File: src/source/scaler_pkg.sv
//------------------------------
// sample and result types, register map,
// bus widths and pipeline depths.
//------------------------------
`default_nettype none

package scaler_pkg;

  // bus and pipeline sizes.
  localparam int AXI_ADDR_WIDTH = 8;
  localparam int AXI_DATA_WIDTH = 32;
  localparam int GAIN_FRAC_BITS = 8;  // Q8.8 gain.
  localparam int IN_STAGES      = 2;
  localparam int OUT_STAGES     = 1;

  //------------------------------
  // register map.
  //------------------------------
  localparam logic [AXI_ADDR_WIDTH-1:0] ADDR_CTRL         = 8'h00;
  localparam logic [AXI_ADDR_WIDTH-1:0] ADDR_GAIN         = 8'h04;
  localparam logic [AXI_ADDR_WIDTH-1:0] ADDR_OFFSET       = 8'h08;
  localparam logic [AXI_ADDR_WIDTH-1:0] ADDR_SAMPLE_COUNT = 8'h0C;
  localparam logic [AXI_ADDR_WIDTH-1:0] ADDR_SAT_COUNT    = 8'h10;

  localparam logic [15:0] GAIN_RESET = 16'h0100;  // 1.0.

  // response codes.
  localparam logic [1:0] OKAY   = 2'b00;
  localparam logic [1:0] SLVERR = 2'b10;

  typedef logic signed [15:0] sample_t;

  typedef struct packed {
    logic signed [15:0] data;
    logic               sat;   // result was clamped.
  } result_t;

endpackage

`default_nettype wire
File: src/source/scaler_top.sv
//------------------------------
// top level: csr, input slicer, scaler, output slicer.
//------------------------------
`timescale 1ns/1ps
`default_nettype none

module scaler_top (
  input  var                                          i_clk,
  input  var                                          i_reset,
  input  var                                          i_s_valid,
  output var                                          o_s_ready,
  input  var scaler_pkg::sample_t                     i_s_data,
  output var                                          o_m_valid,
  input  var                                          i_m_ready,
  output var scaler_pkg::result_t                     o_m_data,
  input  var                                          i_axi_awvalid,
  output var                                          o_axi_awready,
  input  var logic [scaler_pkg::AXI_ADDR_WIDTH-1:0]   i_axi_awaddr,
  input  var                                          i_axi_wvalid,
  output var                                          o_axi_wready,
  input  var logic [scaler_pkg::AXI_DATA_WIDTH-1:0]   i_axi_wdata,
  input  var logic [scaler_pkg::AXI_DATA_WIDTH/8-1:0] i_axi_wstrb,
  output var                                          o_axi_bvalid,
  input  var                                          i_axi_bready,
  output var logic [1:0]                              o_axi_bresp,
  input  var                                          i_axi_arvalid,
  output var                                          o_axi_arready,
  input  var logic [scaler_pkg::AXI_ADDR_WIDTH-1:0]   i_axi_araddr,
  output var                                          o_axi_rvalid,
  input  var                                          i_axi_rready,
  output var logic [scaler_pkg::AXI_DATA_WIDTH-1:0]   o_axi_rdata,
  output var logic [1:0]                              o_axi_rresp
);
  logic                in_valid;
  logic                in_ready;
  scaler_pkg::sample_t in_data;
  logic                sc_valid;
  logic                sc_ready;
  scaler_pkg::result_t sc_data;
  logic                enable;
  logic signed [15:0]  gain;
  logic signed [15:0]  offset;

  scaler_csr u_csr (
    .i_clk (i_clk), .i_reset (i_reset),
    .i_axi_awvalid (i_axi_awvalid), .o_axi_awready (o_axi_awready),
    .i_axi_awaddr  (i_axi_awaddr),
    .i_axi_wvalid  (i_axi_wvalid),  .o_axi_wready  (o_axi_wready),
    .i_axi_wdata   (i_axi_wdata),   .i_axi_wstrb   (i_axi_wstrb),
    .o_axi_bvalid  (o_axi_bvalid),  .i_axi_bready  (i_axi_bready),
    .o_axi_bresp   (o_axi_bresp),
    .i_axi_arvalid (i_axi_arvalid), .o_axi_arready (o_axi_arready),
    .i_axi_araddr  (i_axi_araddr),
    .o_axi_rvalid  (o_axi_rvalid),  .i_axi_rready  (i_axi_rready),
    .o_axi_rdata   (o_axi_rdata),   .o_axi_rresp   (o_axi_rresp),
    .o_enable (enable), .o_gain (gain), .o_offset (offset),
    .i_out_valid (o_m_valid), .i_out_ready (i_m_ready), .i_out_sat (o_m_data.sat)
  );

  //------------------------------
  // stream path.
  //------------------------------
  stream_slicer #(
    .TYPE (scaler_pkg::sample_t), .STAGES (scaler_pkg::IN_STAGES)
  ) u_in_slicer (
    .i_clk (i_clk), .i_reset (i_reset),
    .i_valid (i_s_valid), .o_ready (o_s_ready), .i_data (i_s_data),
    .o_valid (in_valid),  .i_ready (in_ready),  .o_data (in_data)
  );

  sample_scaler u_scaler (
    .i_clk (i_clk), .i_reset (i_reset),
    .i_valid (in_valid), .o_ready (in_ready), .i_data (in_data),
    .o_valid (sc_valid), .i_ready (sc_ready), .o_data (sc_data),
    .i_enable (enable), .i_gain (gain), .i_offset (offset)
  );

  stream_slicer #(
    .TYPE (scaler_pkg::result_t), .STAGES (scaler_pkg::OUT_STAGES)
  ) u_out_slicer (
    .i_clk (i_clk), .i_reset (i_reset),
    .i_valid (sc_valid),  .o_ready (sc_ready),  .i_data (sc_data),
    .o_valid (o_m_valid), .i_ready (i_m_ready), .o_data (o_m_data)
  );

endmodule

`default_nettype wire

File: src/source/scaler_csr.sv
//------------------------------
// AXI4-Lite register block: settings
// and output statistics counters.
//------------------------------
`timescale 1ns/1ps
`default_nettype none

module scaler_csr (
  input  var                                          i_clk,
  input  var                                          i_reset,
  input  var                                          i_axi_awvalid,
  output var                                          o_axi_awready,
  input  var logic [scaler_pkg::AXI_ADDR_WIDTH-1:0]   i_axi_awaddr,
  input  var                                          i_axi_wvalid,
  output var                                          o_axi_wready,
  input  var logic [scaler_pkg::AXI_DATA_WIDTH-1:0]   i_axi_wdata,
  input  var logic [scaler_pkg::AXI_DATA_WIDTH/8-1:0] i_axi_wstrb,
  output var                                          o_axi_bvalid,
  input  var                                          i_axi_bready,
  output var logic [1:0]                              o_axi_bresp,
  input  var                                          i_axi_arvalid,
  output var                                          o_axi_arready,
  input  var logic [scaler_pkg::AXI_ADDR_WIDTH-1:0]   i_axi_araddr,
  output var                                          o_axi_rvalid,
  input  var                                          i_axi_rready,
  output var logic [scaler_pkg::AXI_DATA_WIDTH-1:0]   o_axi_rdata,
  output var logic [1:0]                              o_axi_rresp,
  output var                                          o_enable,
  output var logic signed [15:0]                      o_gain,
  output var logic signed [15:0]                      o_offset,
  input  var                                          i_out_valid,
  input  var                                          i_out_ready,
  input  var                                          i_out_sat
);
  logic                                    enable;
  logic signed [15:0]                      gain;
  logic signed [15:0]                      offset;
  logic [31:0]                             sample_count;
  logic [31:0]                             sat_count;
  logic                                    bvalid;
  logic [1:0]                              bresp;
  logic                                    rvalid;
  logic [scaler_pkg::AXI_DATA_WIDTH-1:0]   rdata;
  logic [1:0]                              rresp;
  logic                                    wr_fire;
  logic                                    rd_fire;
  logic                                    out_fire;
  logic                                    wr_known;
  logic                                    rd_known;
  logic [scaler_pkg::AXI_DATA_WIDTH-1:0]   rd_value;
  logic [scaler_pkg::AXI_DATA_WIDTH-1:0]   gain_merged;
  logic [scaler_pkg::AXI_DATA_WIDTH-1:0]   offset_merged;

  // byte-wise update under wstrb.
  function automatic logic [scaler_pkg::AXI_DATA_WIDTH-1:0] merge(
    input logic [scaler_pkg::AXI_DATA_WIDTH-1:0]   old_value,
    input logic [scaler_pkg::AXI_DATA_WIDTH-1:0]   new_value,
    input logic [scaler_pkg::AXI_DATA_WIDTH/8-1:0] strb
  );
    logic [scaler_pkg::AXI_DATA_WIDTH-1:0] value;
    value = old_value;
    for (int i = 0; i < scaler_pkg::AXI_DATA_WIDTH / 8; i++) begin
      if (strb[i]) begin
        value[8*i+:8] = new_value[8*i+:8];
      end
    end
    return value;
  endfunction

  //------------------------------
  // write channel.
  //------------------------------
  assign wr_fire  = i_axi_awvalid && i_axi_wvalid && !bvalid;
  assign out_fire = i_out_valid && i_out_ready;

  always_comb begin
    gain_merged   = merge({16'h0000, gain}, i_axi_wdata, i_axi_wstrb);
    offset_merged = merge({16'h0000, offset}, i_axi_wdata, i_axi_wstrb);
    case (i_axi_awaddr)
      scaler_pkg::ADDR_CTRL, scaler_pkg::ADDR_GAIN, scaler_pkg::ADDR_OFFSET,
      scaler_pkg::ADDR_SAMPLE_COUNT, scaler_pkg::ADDR_SAT_COUNT: wr_known = 1'b1;
      default: wr_known = 1'b0;
    endcase
  end

  always_ff @(posedge i_clk) begin
    if (i_reset) begin
      bvalid <= 1'b0;
      enable <= 1'b0;
      gain   <= scaler_pkg::GAIN_RESET;
      offset <= 16'sh0000;
    end else begin
      if (wr_fire) begin
        bvalid <= 1'b1;
      end else if (i_axi_bready) begin
        bvalid <= 1'b0;
      end
      if (wr_fire && i_axi_awaddr == scaler_pkg::ADDR_CTRL && i_axi_wstrb[0]) begin
        enable <= i_axi_wdata[0];
      end
      if (wr_fire && i_axi_awaddr == scaler_pkg::ADDR_GAIN) begin
        gain <= gain_merged[15:0];
      end
      if (wr_fire && i_axi_awaddr == scaler_pkg::ADDR_OFFSET) begin
        offset <= offset_merged[15:0];
      end
    end
  end

  always_ff @(posedge i_clk) begin
    if (wr_fire) begin
      bresp <= wr_known ? scaler_pkg::OKAY : scaler_pkg::SLVERR;
    end
  end

  // counters wrap; a clearing write beats a count.
  always_ff @(posedge i_clk) begin
    if (i_reset) begin
      sample_count <= '0;
      sat_count    <= '0;
    end else begin
      if (wr_fire && i_axi_awaddr == scaler_pkg::ADDR_SAMPLE_COUNT) begin
        sample_count <= '0;
      end else if (out_fire) begin
        sample_count <= sample_count + 32'd1;
      end
      if (wr_fire && i_axi_awaddr == scaler_pkg::ADDR_SAT_COUNT) begin
        sat_count <= '0;
      end else if (out_fire && i_out_sat) begin
        sat_count <= sat_count + 32'd1;
      end
    end
  end

  //------------------------------
  // read channel.
  //------------------------------
  assign rd_fire = i_axi_arvalid && !rvalid;

  always_comb begin
    rd_value = '0;
    rd_known = 1'b1;
    case (i_axi_araddr)
      scaler_pkg::ADDR_CTRL:         rd_value[0] = enable;
      scaler_pkg::ADDR_GAIN:         rd_value[15:0] = gain;
      scaler_pkg::ADDR_OFFSET:       rd_value[15:0] = offset;
      scaler_pkg::ADDR_SAMPLE_COUNT: rd_value = sample_count;
      scaler_pkg::ADDR_SAT_COUNT:    rd_value = sat_count;
      default:                       rd_known = 1'b0;  // reads zero.
    endcase
  end

  always_ff @(posedge i_clk) begin
    if (i_reset) begin
      rvalid <= 1'b0;
    end else if (rd_fire) begin
      rvalid <= 1'b1;
    end else if (i_axi_rready) begin
      rvalid <= 1'b0;
    end
  end

  always_ff @(posedge i_clk) begin
    if (rd_fire) begin
      rdata <= rd_value;
      rresp <= rd_known ? scaler_pkg::OKAY : scaler_pkg::SLVERR;
    end
  end

  assign o_axi_awready = wr_fire;  // both channels taken together.
  assign o_axi_wready  = wr_fire;
  assign o_axi_bvalid  = bvalid;
  assign o_axi_bresp   = bresp;
  assign o_axi_arready = !rvalid;
  assign o_axi_rvalid  = rvalid;
  assign o_axi_rdata   = rdata;
  assign o_axi_rresp   = rresp;
  assign o_enable      = enable;
  assign o_gain        = gain;
  assign o_offset      = offset;

endmodule

`default_nettype wire

File: src/source/sample_scaler.sv
//------------------------------
// gain, offset and saturation, one register stage.
//------------------------------
`timescale 1ns/1ps
`default_nettype none

module sample_scaler (
  input  var                      i_clk,
  input  var                      i_reset,
  input  var                      i_valid,
  output var                      o_ready,
  input  var scaler_pkg::sample_t i_data,
  output var                      o_valid,
  input  var                      i_ready,
  output var scaler_pkg::result_t o_data,
  input  var                      i_enable,
  input  var logic signed [15:0]  i_gain,
  input  var logic signed [15:0]  i_offset
);
  logic signed [31:0]  product;
  logic signed [31:0]  scaled;
  logic signed [32:0]  sum;
  scaler_pkg::result_t result;
  scaler_pkg::result_t out_data;
  logic                out_valid;
  logic                load;

  //------------------------------
  // arithmetic.
  //------------------------------
  always_comb begin
    product = i_data * i_gain;                           // full-width signed.
    scaled  = product >>> scaler_pkg::GAIN_FRAC_BITS;
    sum     = scaled + i_offset;
    if (!i_enable) begin
      result.data = i_data;  // bypass.
      result.sat  = 1'b0;
    end else if (sum > 33'sd32767) begin
      result.data = 16'sh7FFF;
      result.sat  = 1'b1;
    end else if (sum < -33'sd32768) begin
      result.data = 16'sh8000;
      result.sat  = 1'b1;
    end else begin
      result.data = sum[15:0];
      result.sat  = 1'b0;
    end
  end

  assign o_ready = !out_valid || i_ready;  // empty or draining now.
  assign load    = i_valid && o_ready;

  always_ff @(posedge i_clk) begin
    if (i_reset) begin
      out_valid <= 1'b0;
    end else if (o_ready) begin
      out_valid <= i_valid;
    end
  end

  always_ff @(posedge i_clk) begin
    if (load) begin
      out_data <= result;
    end
  end

  assign o_valid = out_valid;
  assign o_data  = out_data;

endmodule

`default_nettype wire

File: src/source/stream_slicer.sv
//------------------------------
// chain of slice units, any depth and payload.
//------------------------------
`timescale 1ns/1ps
`default_nettype none

module stream_slicer #(
  parameter type TYPE   = logic [7:0],
  parameter int  STAGES = 1
)(
  input  var      i_clk,
  input  var      i_reset,
  input  var      i_valid,
  output var      o_ready,
  input  var TYPE i_data,
  output var      o_valid,
  input  var      i_ready,
  output var TYPE o_data
);
  // index 0 faces the input, index STAGES the output.
  logic valid [STAGES+1];
  logic ready [STAGES+1];
  TYPE  data  [STAGES+1];

  assign valid[0]      = i_valid;
  assign data[0]       = i_data;
  assign o_ready       = ready[0];
  assign ready[STAGES] = i_ready;
  assign o_valid       = valid[STAGES];
  assign o_data        = data[STAGES];

  for (genvar i = 0; i < STAGES; i++) begin : g_stage
    stream_slice_unit #(
      .TYPE (TYPE)
    ) u_unit (
      .i_clk   (i_clk),
      .i_reset (i_reset),
      .i_valid (valid[i]),
      .o_ready (ready[i]),
      .i_data  (data[i]),
      .o_valid (valid[i+1]),
      .i_ready (ready[i+1]),
      .o_data  (data[i+1])
    );
  end

endmodule

`default_nettype wire

File: src/source/stream_slice_unit.sv
//------------------------------
// full-bandwidth valid/ready register stage
// with a skid register and registered ready.
//------------------------------
`timescale 1ns/1ps
`default_nettype none

module stream_slice_unit #(
  parameter type TYPE = logic [7:0]
)(
  input  var      i_clk,
  input  var      i_reset,
  input  var      i_valid,
  output var      o_ready,
  input  var TYPE i_data,
  output var      o_valid,
  input  var      i_ready,
  output var TYPE o_data
);
  logic main_valid;
  logic skid_valid;
  logic skid_valid_next;
  logic ready;
  TYPE  main_data;
  TYPE  skid_data;
  logic push;
  logic main_load;

  assign push      = i_valid && ready;
  assign main_load = !main_valid || i_ready;  // main register free next edge.

  // skid holds an item only while the output stalls.
  always_comb begin
    skid_valid_next = skid_valid;
    if (skid_valid && main_load) begin
      skid_valid_next = 1'b0;
    end else if (push && !main_load) begin
      skid_valid_next = 1'b1;
    end
  end

  //------------------------------
  // control flags.
  //------------------------------
  always_ff @(posedge i_clk) begin
    if (i_reset) begin
      main_valid <= 1'b0;
      skid_valid <= 1'b0;
      ready      <= 1'b0;
    end else begin
      if (main_load) begin
        main_valid <= skid_valid || push;
      end
      skid_valid <= skid_valid_next;
      ready      <= !skid_valid_next;
    end
  end

  // payload registers.
  always_ff @(posedge i_clk) begin
    if (main_load) begin
      main_data <= skid_valid ? skid_data : i_data;  // skid is older.
    end
    if (push && !main_load) begin
      skid_data <= i_data;
    end
  end

  assign o_ready = ready;
  assign o_valid = main_valid;
  assign o_data  = main_data;

endmodule

`default_nettype wire

File: config.mk
export PLATFORM = sky130hd
export DESIGN_NAME = scaler_top
export DESIGN_NICKNAME = d
export VERILOG_FILES = /design/src/source/scaler_pkg.sv /design/src/source/scaler_top.sv /design/src/source/scaler_csr.sv /design/src/source/sample_scaler.sv /design/src/source/stream_slicer.sv /design/src/source/stream_slice_unit.sv
export SDC_FILE = /design/constraint.sdc
export NUM_CORES = 1
export LEC_CHECK = 0
export BUFFER_PORTS_ARGS = -buffer_cell sky130_fd_sc_hd__buf_4
export CORE_MARGIN = 5
export CORE_UTILIZATION = 38
export DETAILED_ROUTE_END_ITERATION = 10
export HOLD_SLACK_MARGIN = 0.05
export PLACE_DENSITY = 0.52
export SYNTH_ARGS = -nofsm -noshare
export SYNTH_HDL_FRONTEND = slang
export SYNTH_SLANG_ARGS = --single-unit
File: constraint.sdc
create_clock -name i_clk -period 25.4 [get_ports i_clk]
set_input_delay 7.62 -clock i_clk [delete_from_list [all_inputs] [get_ports i_clk]]
set_output_delay 7.62 -clock i_clk [all_outputs]
set_load 0.05 [all_outputs]
# Yosys cells after proc, flatten, opt, wreduce, memory -nomap -nowiden
# Cells that the tools add are included.
[word_totals]
output_inout_bits = 60
register_bits = 260
elab_cells = 121
[classes]
addsub = 3
mul = 1
reduce_logical = 52
eq_ne = 8
magnitude_cmp = 2
mux = 23
[op_table]
columns = ["operator", "n"]
rows = [
  ["17-bit two-way mux", 4],
  ["32-bit by 1-bit adder with 32-bit output (second input constant)", 2],
  ["15-bit case mux with 4 select lines", 1],
  ["33-bit by 16-bit greater-than comparator with 1-bit output (second input constant)", 1],
  ["33-bit by 16-bit < comparator with 1-bit output (second input constant)", 1],
  ["8-bit by 4-bit == test with 1-bit output (second input constant)", 4],
  ["16-bit by 16-bit multiplier with 32-bit output", 1],
  ["16-bit two-way mux", 2],
  ["16-bit case mux with 2 select lines", 1],
  ["24-bit by 16-bit adder with 25-bit output", 1],
  ["1-bit logical AND", 21],
  ["8-bit by 3-bit == test with 1-bit output (second input constant)", 2],
  ["8-bit by 5-bit == test with 1-bit output (second input constant)", 2],
  ["8-bit zero test", 2],
  ["1-bit zero test", 12],
  ["1-bit two-way mux", 12],
  ["5-bit OR reduction", 2],
  ["2-bit AND reduction", 4],
  ["1-bit logical OR", 7],
  ["1-bit case mux with 5 select lines", 1],
  ["2-bit two-way mux", 2],
  ["2-bit nonzero test", 2],
  ["2-bit OR reduction", 2],
]

# Logic depth before layout (Yosys ltp)
# Gate-level depths: netlist of the first run.
[depth]
ltp_word = 8
ltp_mapped = 36

# By module
# A second synthesis of the first run with hierarchy kept.
[unflattened]
hier_cells = 2199
area_unflattened_um2 = 22316.4
[modules_own_cells]
columns = ["mod", "seq_area_each_um2", "area_per_inst_um2", "cells_each", "instances"]
rows = [
  ["sample_scaler", 530.5, 12189.2, 1384, 1],
  ["scaler_csr", 3002.9, 6129.6, 632, 1],
  ["stream_slice_unit at u_in_slicer.g_stage[0].u_unit ...", 1021.0, 1308.8, 60, 2],
  ["stream_slice_unit at u_out_slicer.g_stage[0].u_unit", 1081.0, 1380.1, 63, 1],
]

# Least setup slack after synthesis of the first run
# Ideal clock, no wire load.
[synth_timing]
path_kind = "input to output"
from = "in i_axi_awvalid"
to = "out o_axi_wready"
arrival_ps = 8814
slack_ps = 8966
required_ps = 17780
path_buffers = 1
path_stages = 3
cell_sequence = "nand2_1 > nor2_1 > buf_4"
[synth_via]
elab_chain_cells = 2
[synth_lines]
columns = ["item", "line", "source"]
rows = [
  ["start, declared", "scaler_top.sv:16", "input var i_axi_awvalid,"],
  ["1-bit logical AND (2 in series)", "scaler_csr.sv:73", "assign wr_fire = i_axi_awvalid && i_axi_wvalid && !bvalid;"],
  ["end, declared", "scaler_top.sv:20", "output var o_axi_wready,"],
]
# Every way passes these cells.

# Final worst setup path of the first run
# Same ends and word-level chain as after synthesis.

==> impl_results.md, run 1 <==
- Core Footprint: 0.0553 sq mm
- Hold WC Path Type: reg2reg
- Post-cts resize count: 0
- Worst path bufs/invs: 2
- Placed cell count: 2884
- Drt first-iter violations: 793
- HP Start: u_scaler.o_data[8]$_DFFE_PP_
- DRC viols: 0
- Port Buf Inserts: 116
- Setup TNS Final: 0 ps
- HPWL Detailed: 40.9 mm
- Final Cycle Share: between 60% and 70%
- H-tree depth: 1
- Synth Cell Area: 0.0213 sq mm
- Final Routed Wirelength: 52.7 mm
- Reg area: approximately 0.0067 sq mm
- Fillers: 5347
- WP data required: 17780 ps
- Final setup fails: 0
- Post-synth top flop: edfxtp_1
- Num rows: 86
- Critical Path AT: 8320 ps
- Status: finished clean
- Drt via density: 5.00
- R2R Setup Slk: 15320 ps
- Yosys cell types: 71
- Pre-Repair DR Iteration Count: 5
- Initial antenna violation count: 1
- DIE AREA: 0.0609 sq mm
- Hold Crit Endpoint: u_out_slicer.g_stage[0].u_unit.skid_data[8]$_DFFE_PP_
- Vert. Die Dim: 247 microns
- Area of the multi-input gates: roughly 0.013 sq mm
- Hold depth: 0
- Sequential area share after synthesis: 31.2%
- Max FO, Critical Path: 6
- Worst-Skew Late Latency: ~560 ps
- Worst-path clk slew: 60 ps
- Chip width: 247 microns
- Type of origin of the critical path: input port
- Setup crit end kind: output pin
- Final Wtd Congestion: 0.817
- Per-cell routed wire length: roughly 18 microns
- Worst slew margin: 23.8%
- Synth Register Bits: between 200 and 300
- Largest delay contributor family on the critical path: buffers and inverters
- Critical path cell sequence: buf_4 > nand2_1 > nor2_1 > buf_4
- Post-synth ARST share: 0%
- Slew at the pin closest to its max-slew limit: 1140 ps
- Pwr/cell area: 40.2 mW/mm^2
- Reg2reg path depth: 30
- First-pass GRT wire length: 85.2 mm
- # IOs: 137
- Number of hold buffers added after cts: 0
- R2R Path Start: u_in_slicer.g_stage[1].u_unit.o_data[6]$_DFFE_PN_
- Area Overhead vs Synth: 11.9%
- Total grt overflow: 0
- CTS Buffer Depth: 3
- Largest net degree at the start of global routing: 48
- Initial Util: 38.5%
- Layout cell share with drive strength beyond 1: 11.9%
- CTS Buf Count: 27
- Post-synth EDFFs: 149
- F_max: roughly 63 MHz
- Root buffer cell: clkbuf_16
- Number of diodes: 0
- Antenna Nets Post-Route: 0
- Final slew viol count: 0
- CTS sink count: 258
- Critical path's largest stage delay: approximately 300 ps
- All-Layer GR Usage: 17.5%
- Via count: between 10000 and 15000
- Worst VDD drop: 0.0441 mV
- Final Non-Filler Cells: 2934
- Post-CTS Setup Bufs: 0
- Cell mode on critical path: buf_4
- Fin nets: roughly 2600
- Max-capacitance violation count: 0
- Critical-path top delay cell: nor2_1
- YS warnings: 0
- Unrepaired setup endpoints after global routing: false
- RR Endpoint: u_scaler.o_data[9]$_DFFE_PP_
- Leak Pwr: 10.6 nW
- CTS tree: yes
- Clock skew: 25.9 ps
- Tmin final: 15940 ps
- Syn Inst Count: 2084
- CP Class: in2out
- DP Area: 0.0230 sq mm
- Vias in the first global route: approximately 16000
- Final hold vios: 0
- Final instance area: ~0.024 sq mm
- Avg Inst Size Synth: between 10 and 15 sq um
==> where the power goes <==
group | internal, mW | switching [mW]
clock | 0.232 | 0.168
sequential | 0.450 | 0.0138
combinational | 0.0352 | 0.0591
==> placed cells by master, fill, tap and decap left out, types with 4 or more instances in the layout <==
| cell type | count |
|---|---|
| xnor2_1 | 48 |
| o21ai_1 | 6 |
| fa_1 | 262 |
| o21bai_1 | 5 |
| nand4_1 | 16 |
| nor2_1 | 155 |
| nand4b_1 | 5 |
| nor2b_1 | 8 |
| or3_1 | 11 |
| clkbuf_8 | 5 |
| dfxtp_1 | 109 |
| nor3_1 | 10 |
| a21oi_1 | 56 |
| xor2_1 | 54 |
| a22oi_1 | 14 |
| a31oi_1 | 5 |
| and2_1 | 124 |
| a21o_1 | 5 |
| o21ai_0 | 58 |
| ha_1 | 108 |
| clkbuf_1 | 6 |
| clkinv_2 | 4 |
| mux2i_1 | 55 |
| and4_1 | 6 |
| mux2_2 | 49 |
| o21a_1 | 8 |
| buf_4 | 142 |
| edfxtp_1 | 149 |
| o21ai_2 | 12 |
| nand3_1 | 30 |
| clkbuf_16 | 27 |
| nand2b_1 | 13 |
| and3_1 | 26 |
| nand2_1 | 180 |
| a22o_1 | 17 |
| o211ai_1 | 6 |
| inv_1 | 329 |
| a211oi_1 | 11 |
==> metrics by stage <==
step | total power [mW] | setup WS, ps | utilization, % | hold WS, ps
3_3_place_gp | 0.567 | 9430 | 41.5 | 435
3_5_place_dp | 0.568 | 9440 | 41.5 | 438
2_1_floorplan | 0.530 | 8970 | - | 422
5_1_grt | 1.00 | 9360 | 43.1 | 462
4_1_cts | 0.973 | 9440 | 43.1 | 453
6_report | 0.959 | 9460 | 43.1 | 447
==> cells by family (layout without fill, tap and decap cells) <==
logic type	after synthesis	after routing	synth area share [%]
XOR/XNOR	102	102	4.19
flip-flops	258	258	31.2
multiplexers	104	104	5.17
other	1	2	0.0176
AO/OA/AOI/OAI	234	234	7.41
buffers and inverters	420	521	7.56
AND/OR/NAND/NOR	595	595	13.5
adder cells (fa/ha/maj)	370	370	31.0
==> synthesized netlist by cell type (6+ instances only) <==
cell type / count / area (sq um)
nor3_1: 10 / 50.1
o21ai_2: 12 / 105
a21oi_1: 56 / 280
dfxtp_1: 109 / 2180
inv_1: 329 / 1230
and3_1: 26 / 163
mux2_2: 49 / 552
ha_1: 108 / 1350
and2_1: 124 / 776
o21ai_0: 58 / 290
nor2b_1: 9 / 56.3
nand4_1: 16 / 100
nand2_1: 180 / 676
a211oi_1: 11 / 82.6
xnor2_1: 48 / 420
or3_1: 11 / 68.8
o21ai_1: 6 / 30.0
clkbuf_1: 80 / 300
nand2b_1: 13 / 81.3
and4_1: 6 / 52.6
xor2_1: 54 / 473
fa_1: 262 / 5250
nor2_1: 155 / 582
edfxtp_1: 149 / 4470
a22o_1: 17 / 149
a22oi_1: 14 / 105
o21a_1: 8 / 60.1
mux2i_1: 55 / 551
o211ai_1: 6 / 45.0
nand3_1: 30 / 150
==> worst max path at each step <==
| stage | startpoint | to | slack, ps | cells past startpoint |
|---|---|---|---|---|
| floorplan | i_axi_awvalid | o_axi_wready | 8970 | 3 |
| global placement | i_axi_wvalid | o_axi_wready | 9430 | 4 |
| detailed placement | i_axi_awvalid | o_axi_wready | 9440 | 4 |
| CTS | i_axi_awvalid | o_axi_wready | 9440 | 4 |
| global route | i_axi_awvalid | o_axi_wready | 9360 | 4 |
| finish | i_axi_awvalid | o_axi_wready | 9460 | 4 |
==> metal layers <==
| layer | wire length (microns) | track usage (%) | vias to the layer above |
|---|---|---|---|
| met4 | 833 | 3.35 | 0 |
| met3 | 2370 | 1.76 | 46 |
| met2 | 25600 | 30.2 | 304 |
| met5 | 0 | 0 | - |
| met1 | 23900 | 24.2 | 7397 |
| li1 | - | - | 6912 |
==> flip-flops by register name, indices dropped and copies added (netlist names), 17 cells and up <==
| name | count |
|---|---|
| u_in_slicer.g_stage.u_unit.skid_data | 32 |
| u_out_slicer.g_stage.u_unit.skid_data | 17 |
| u_csr.sat_count | 32 |
| u_out_slicer.g_stage.u_unit.o_data | 17 |
| u_csr.o_axi_rdata | 32 |
| u_scaler.o_data | 17 |
| u_in_slicer.g_stage.u_unit.o_data | 32 |
| u_csr.sample_count | 32 |
==> final cells by class <==
| type | count | share of cell area (%) |
|---|---|---|
| Multi-Input combinational cell | 1407 | 54.8 |
| Sequential cell | 258 | 27.9 |
| Inverter | 329 | 5.18 |
| Timing Repair Buffer | 142 | 4.47 |
| Tap cell | 748 | 3.92 |
| Clock buffer | 38 | 3.22 |
| Clock inverter | 12 | 0.561 |
(Power assumes the default switching activity.)
==> inputs of run 2 (changes only) <==
clock period = 15.4 ns   (was 25.4 ns; I/O delays follow)
==> run 2 against run 1 <==
Via count up 0.21%. Cell count is 0.10% lower. Register-to-register slack lost 10000 ps. Sequential power increased by 65%. Sequential share of layout area grew 0.11 points. Die area unchanged. Clock skew down 18 ps. Final area decreased by 0.41%. Critical path depth up 24. Count of clock-buffer cells in the layout grew 3. Core utilization is 0.18 points lower. Power up 60%. Critical endpoint is now u_scaler.o_data[9]$_DFFE_PP_.
==> impl_results.md, run 2 (synthesis gave the netlist of run 1 again) <==
- Status: finished clean
- DRC viols: 0 (unchanged)
- Psw: 0.382 mW (+59%)
- Initial antenna violation count: 1 (unchanged)
- Fin nets: 2610 (-0.077%)
- Chip width: 247 microns (unchanged)
- Int Pwr: 1.15 mW (+60%)
- Max FO, Critical Path: 17 (+11)
- Slew at the pin closest to its max-slew limit: 1220 ps (+79.1 ps)
- Area Overhead vs Synth: 11.5%
- Critical path's largest stage delay: 720 ps (+420 ps)
- Sequential power share: 49.9% (+1.5 points)
- Final hold vios: 0 (unchanged)
- Worst VDD drop: 0.0645 mV (+46%)
- # IOs: 137 (unchanged)
- Max-capacitance violation count: 0 (unchanged)
- Worst slack, placed: 5150 ps (-4290 ps)
- Vias in the first global route: 15400 (-0.73%)
- Worst-path clk slew: 60 ps (about the same)
- Critical-path top delay cell: edfxtp_1
- Hold WC Path Type: reg2reg
- Unrepaired setup endpoints after global routing: false
- Most frequent cells in the layout: inv_1, fa_1, nand2_1, nor2_1, edfxtp_1
- Num rows: 86 (unchanged)
- CP Class: reg2reg
- All-Layer GR Usage: 17.3% (-0.16 points)
- PnR worst setup slack: 5220 ps (-4240 ps)
- Largest net degree at the start of global routing: 48 (unchanged)
- Critical Path AT: 10380 ps (+2060 ps)
- Layout cell share with drive strength beyond 1: 11.4% (-0.49 points)
- Type of origin of the critical path: register
- Final setup fails: 0 (unchanged)
- Clock skew: 8.14 ps (-17.7 ps)
- Final Routed Wirelength: 52.2 mm (-0.89%)
- Antenna Nets Post-Route: 0 (unchanged)
- Final Cycle Share: 66.1%
- Cell mode on critical path: fa_1
- Via count: 14700 (+0.21%)
- Root buffer cell: clkbuf_16
- Worst-Skew Late Latency: 530 ps (-30 ps)
- First-pass GRT wire length: 85.0 mm (-0.32%)
- H-tree depth: 1 (unchanged)
- Core Footprint: 0.0553 sq mm (unchanged)
- DIE AREA: 0.0609 sq mm (unchanged)
- WP data required: 15600 ps (-2180 ps)
- CTS Buffer Depth: 3 (unchanged)
- Drt via density: 5.01 (+0.31%)
- Pre-Repair DR Iteration Count: 5 (unchanged)
- Commonest non-fill, non-tap cell in the layout: inv_1
- Tmin final: slightly above 10000 ps
- Initial Util: 38.5% (unchanged)
- Final slew viol count: 0 (unchanged)
- HPWL Detailed: 40.6 mm (-0.56%)
- Per-cell routed wire length: 17.8 microns (-0.79%)
- Number of hold buffers added after cts: 0 (unchanged)
- Setup crit end kind: register
- Post-CTS Setup Bufs: 0 (unchanged)
- Gate power share: 10.1% (+0.3 points)
- F_max: 98.2 MHz
- Sw Share: 24.9% (-0.22 points)
- Drt first-iter violations: 765 (-3.5%)
- Total grt overflow: 0 (unchanged)
- Vert. Die Dim: 247 microns (unchanged)
- Setup TNS Final: 0 ps (unchanged)
- Number of diodes: 0 (unchanged)
- Leak Pwr: 10.6 nW (-0.55%)
- Worst slew margin: 18.5% (-5.3 points)
- Post-cts resize count: 0 (unchanged)
- CTS tree: yes
- Power share of the clock group: 40.0% (-1.8 points)
- Port Buf Inserts: 116 (unchanged)
- Final Wtd Congestion: 0.855 (+4.6%)
- CTS Buf Count: 27 (unchanged)
- CTS sink count: 258 (unchanged)
- Pwr/cell area: 64.6 mW/mm^2 (+61%)
==> run 2: cell types whose count changed in the layout (fill, tap and decap cells not counted), sizes merged <==
cell / delta
clkbuf: +3
buf: -2
clkinv: -2
bufinv: -1
inv: -1
==> run 2: path summary, 6_finish.rpt <==
kind,from,end,slack (ps),depth (start not counted)
hold / removal,u_scaler.o_data[14]$_DFFE_PP_,u_out_slicer.g_stage[0].u_unit.skid_data[14]$_DFFE_PP_,450,0
setup / recovery,u_in_slicer.g_stage[1].u_unit.o_data[15]$_DFFE_PN_,u_scaler.o_data[9]$_DFFE_PP_,5220,28
setup reg to reg,u_in_slicer.g_stage[1].u_unit.o_data[15]$_DFFE_PN_,u_scaler.o_data[9]$_DFFE_PP_,5220,28
hold reg to reg,u_scaler.o_data[14]$_DFFE_PP_,u_out_slicer.g_stage[0].u_unit.skid_data[14]$_DFFE_PP_,450,0
==> run 2: critical path: cells and delay by family, from the launching register on <==
family                   cells  cell delay [ps]
flip-flops                   1              720
XOR/XNOR                     1              220
AND/OR/NAND/NOR              8             2390
AO/OA/AOI/OAI                7             1880
adder cells (fa/ha/maj)      8             4070
buffers and inverters        4              540
==> run 2: per-stage QoR <==
| step | util [%] | std cells | cell area (sq um) | hold WS [ps] | power [mW] |
|---|---|---|---|---|---|
| after floorplan | - | 2085 | 21300 | 422 | 0.875 |
| after global placement | 41.5 | 2882 | 22900 | 435 | 0.934 |
| after detailed placement | 41.5 | 2882 | 22900 | 437 | 0.936 |
| after CTS | 43.0 | 2931 | 23800 | 454 | 1.55 |
| after global routing | 43.0 | 2931 | 23800 | 463 | 1.60 |
| final | 43.0 | 2931 | 23800 | 452 | 1.53 |
==> run 2: metal layers <==
layer / GRT usage [%] / vias up / wire length, microns
li1: - / 6888 / -
met1: 24.2 / 7461 / 23700
met2: 29.8 / 286 / 25100
met3: 1.69 / 55 / 2460
met4: 3.20 / 0 / 872
met5: 0 / - / 0
==> run 2: layout make-up <==
type                       instances  area, sq um
tap                              748          936
timing repair buffer             140         1050
sequential                       258         6660
fill                            5364        31600
inverter                         329         1230
clock buffer                      41          748
clock inverter                     8         70.1
multi-input combinational       1407        13100
==> run 2: power groups by stage <==
stage | Sequential [mW] | Combinational, mW | Clock (mW)
after floorplan | 0.783 | 0.0911 | 0
after CTS | 0.765 | 0.157 | 0.632
final | 0.765 | 0.155 | 0.614
after detailed placement | 0.780 | 0.156 | 0
after global placement | 0.779 | 0.155 | 0
after global routing | 0.767 | 0.172 | 0.658
==> inputs of run 3 (changes only) <==
PLACE_DENSITY = 0.54   (was 0.52)
clock period = 8.9 ns   (was 15.4 ns; I/O delays follow)
==> run 3 against run 2 <==
Global-route usage rose by 0.085 points. Worst setup slack got worse by 4900 ps. Combinational power rose by 110%. Maximum frequency rose by 19%. Cell count rose by 3.7%. Sequential share of layout area fell by 1.2 points. First-iteration DRC count fell by 19%.
==> impl_results.md, run 3 (synthesis gave the netlist of run 1 again) <==
- Status: finished clean
- Fin nets: 2717 (+4.1%)
- # IOs: 137 (unchanged)
- Type of origin of the critical path: register
- Gate power share: 11.7% (+1.6 points)
- Area of the multi-input gates: 0.0132 sq mm (+1.3%)
- CTS sink count: 258 (unchanged)
- Initial antenna violation count: 1 (unchanged)
- Core Footprint: 0.0553 sq mm (unchanged)
- Hold Crit Endpoint: u_out_slicer.g_stage[0].u_unit.skid_data[8]$_DFFE_PP_
- DRC viols: 0 (unchanged)
- Sequential power share: 47.3% (-2.6 points)
- Setup crit end kind: register
- CTS tree: yes
- Final slew viol count: 0 (unchanged)
- Number of diodes: 0 (unchanged)
- Critical Path AT: 8840 ps (-1540 ps)
- Final Wtd Congestion: 0.861 (+0.71%)
- RR Endpoint: u_scaler.o_data[2]$_DFFE_PP_
- Critical path's largest stage delay: 540 ps (-180 ps)
- Hold depth: 0 (unchanged)
- Via count: 15000 (+2.3%)
- Root buffer cell: clkbuf_16
- Drt via density: 4.94 (-1.3%)
- Pre-Repair DR Iteration Count: 5 (unchanged)
- R2R Setup Slk: 330 ps (-4890 ps)
- Worst VDD drop: 0.154 mV (+140%)
- Layout cell share with drive strength beyond 1: 17.6% (+6.2 points)
- Critical-path top delay cell: fa_1
- H-tree depth: 1 (unchanged)
- Initial Util: 38.5% (unchanged)
- Chip width: 247 microns (unchanged)
- Commonest non-fill, non-tap cell in the layout: inv_1
- DIE AREA: 0.0609 sq mm (unchanged)
- R2R Path Start: u_in_slicer.g_stage[1].u_unit.o_data[6]$_DFFE_PN_
- Most frequent cells in the layout: inv_1, fa_1, buf_4, nand2_1, nor2_1
- Final Routed Wirelength: 52.9 mm (+1.4%)
- Tmin final: 8570 ps (-1610 ps)
- Slew at the pin closest to its max-slew limit: 1280 ps (+65.9 ps)
- HP Start: u_scaler.o_data[8]$_DFFE_PP_
- Reg area: 0.00667 sq mm (+0.15%)
- Num rows: 86 (unchanged)
- Int Pwr: 2.08 mW (+81%)
- Power share of the clock group: 41.0% (+1.0 points)
- Largest net degree at the start of global routing: 48 (unchanged)
- Port Buf Inserts: 116 (unchanged)
- Reg2reg path depth: 33 (+18%)
- Vias in the first global route: 15800 (+2.9%)
- Final hold slack: 450 ps (-1.78 ps)
- Final hold vios: 0 (unchanged)
- Antenna Nets Post-Route: 0 (unchanged)
- CTS Buf Count: 27 (unchanged)
- Max FO, Critical Path: 13 (-4)
- Fillers: 5348 (-0.30%)
- Cell mode on critical path: fa_1
- Setup TNS Final: 0 ps (unchanged)
- Crit path from: u_in_slicer.g_stage[1].u_unit.o_data[6]$_DFFE_PN_
- Final setup fails: 0 (unchanged)
- Max-capacitance violation count: 0 (unchanged)
- Per-cell routed wire length: 17.4 microns (-2.2%)
- HPWL Detailed: 42.8 mm (+5.3%)
- Worst-Skew Late Latency: 540 ps (about the same)
- All-Layer GR Usage: 17.4% (+0.085 points)
- Vert. Die Dim: 247 microns (unchanged)
- First-pass GRT wire length: 84.9 mm (about the same)
- CTS Buffer Depth: 3 (unchanged)
- Pwr/cell area: 111 mW/mm^2 (+72%)
- CP Class: reg2reg
- Number of hold buffers added after cts: 0 (unchanged)
- Worst slew margin: 14.1% (-4.4 points)
- Leak Pwr: 11.2 nW (+5.5%)
- Sw Share: 24.4% (-0.55 points)
- Worst-path clk slew: 60 ps (about the same)
- F_max: 117 MHz (+19%)
- Area Overhead vs Synth: 16.4%
- Hold WC Path Type: reg2reg
- Psw: 0.671 mW (+76%)
- WP data required: 9170 ps (-6430 ps)
- Drt first-iter violations: 618 (-19%)
- Final Cycle Share: 96.3% (+30 points)
- Clock skew: 17.8 ps (+9.64 ps)
- Total grt overflow: 0 (unchanged)
==> run 3: worst max-delay path by stage <==
stage | slack, ps | end
after floorplan | 490 | u_scaler.o_data[10]$_DFFE_PP_
after global placement | 40 | u_scaler.o_data[2]$_DFFE_PP_
after detailed placement | 50 | u_scaler.o_data[2]$_DFFE_PP_
after CTS | 9 | u_scaler.o_data[2]$_DFFE_PP_
after global routing | -60 | u_scaler.o_data[2]$_DFFE_PP_
final | 330 | u_scaler.o_data[2]$_DFFE_PP_
==> run 3: critical path: cells and delay by family, from the launching register on <==
family,cells,cell delay (ps)
and+or+nand+nor,7,1510
AOI/OAI and AO/OA,8,1450
xor gates and xnor gates,1,190
adders and majority gates,8,3800
buffers and inverters,9,890
DFF,1,440
==> run 3: metal layers <==
layer  part of all wire (%)  GRT usage [%]
met1                     44           23.1
met2                     49           30.7
met5                  0.025              0
met4                    2.4           4.30
met3                    4.6           1.82
==> run 3: cell type report <==
| class | count | share of cell area, % |
|---|---|---|
| clock inverters | 5 | 0.323 |
| clock buffers | 44 | 3.23 |
| multi-input cells | 1408 | 53.3 |
| flip-flops and latches | 258 | 26.9 |
| repair buffers | 246 | 7.51 |
| well taps | 748 | 3.77 |
| inverters | 329 | 4.99 |
==> run 3: what timing repair did <==
item                                    4_1_cts  5_1_grt
pin swaps                                     0       19
gates cloned                                  0        1
buffers inserted                              0       14
gates resized for setup                       2       54
endpoints found under the setup margin        1       16
==> run 3: per-stage QoR <==
stage / cells / cell area [sq um] / power (mW) / util, % / worst slack (ps)
floorplan: 2085 / 21300 / 1.51 / - / 490
global placement: 2974 / 23600 / 1.64 / 42.7 / 44.4
detailed placement: 2974 / 23600 / 1.64 / 42.7 / 45.5
CTS: 3023 / 24500 / 2.78 / 44.3 / 8.53
global route: 3038 / 24800 / 2.87 / 44.9 / -61.0
finish: 3038 / 24800 / 2.75 / 44.9 / 329
==> run 3: power by group through the flow <==
stage / clock network (mW) / registers [mW] / logic [mW]
2_1_floorplan: 0 / 1.36 / 0.158
3_3_place_gp: 0 / 1.33 / 0.306
3_5_place_dp: 0 / 1.33 / 0.309
4_1_cts: 1.17 / 1.31 / 0.311
5_1_grt: 1.21 / 1.30 / 0.354
6_report: 1.13 / 1.30 / 0.322
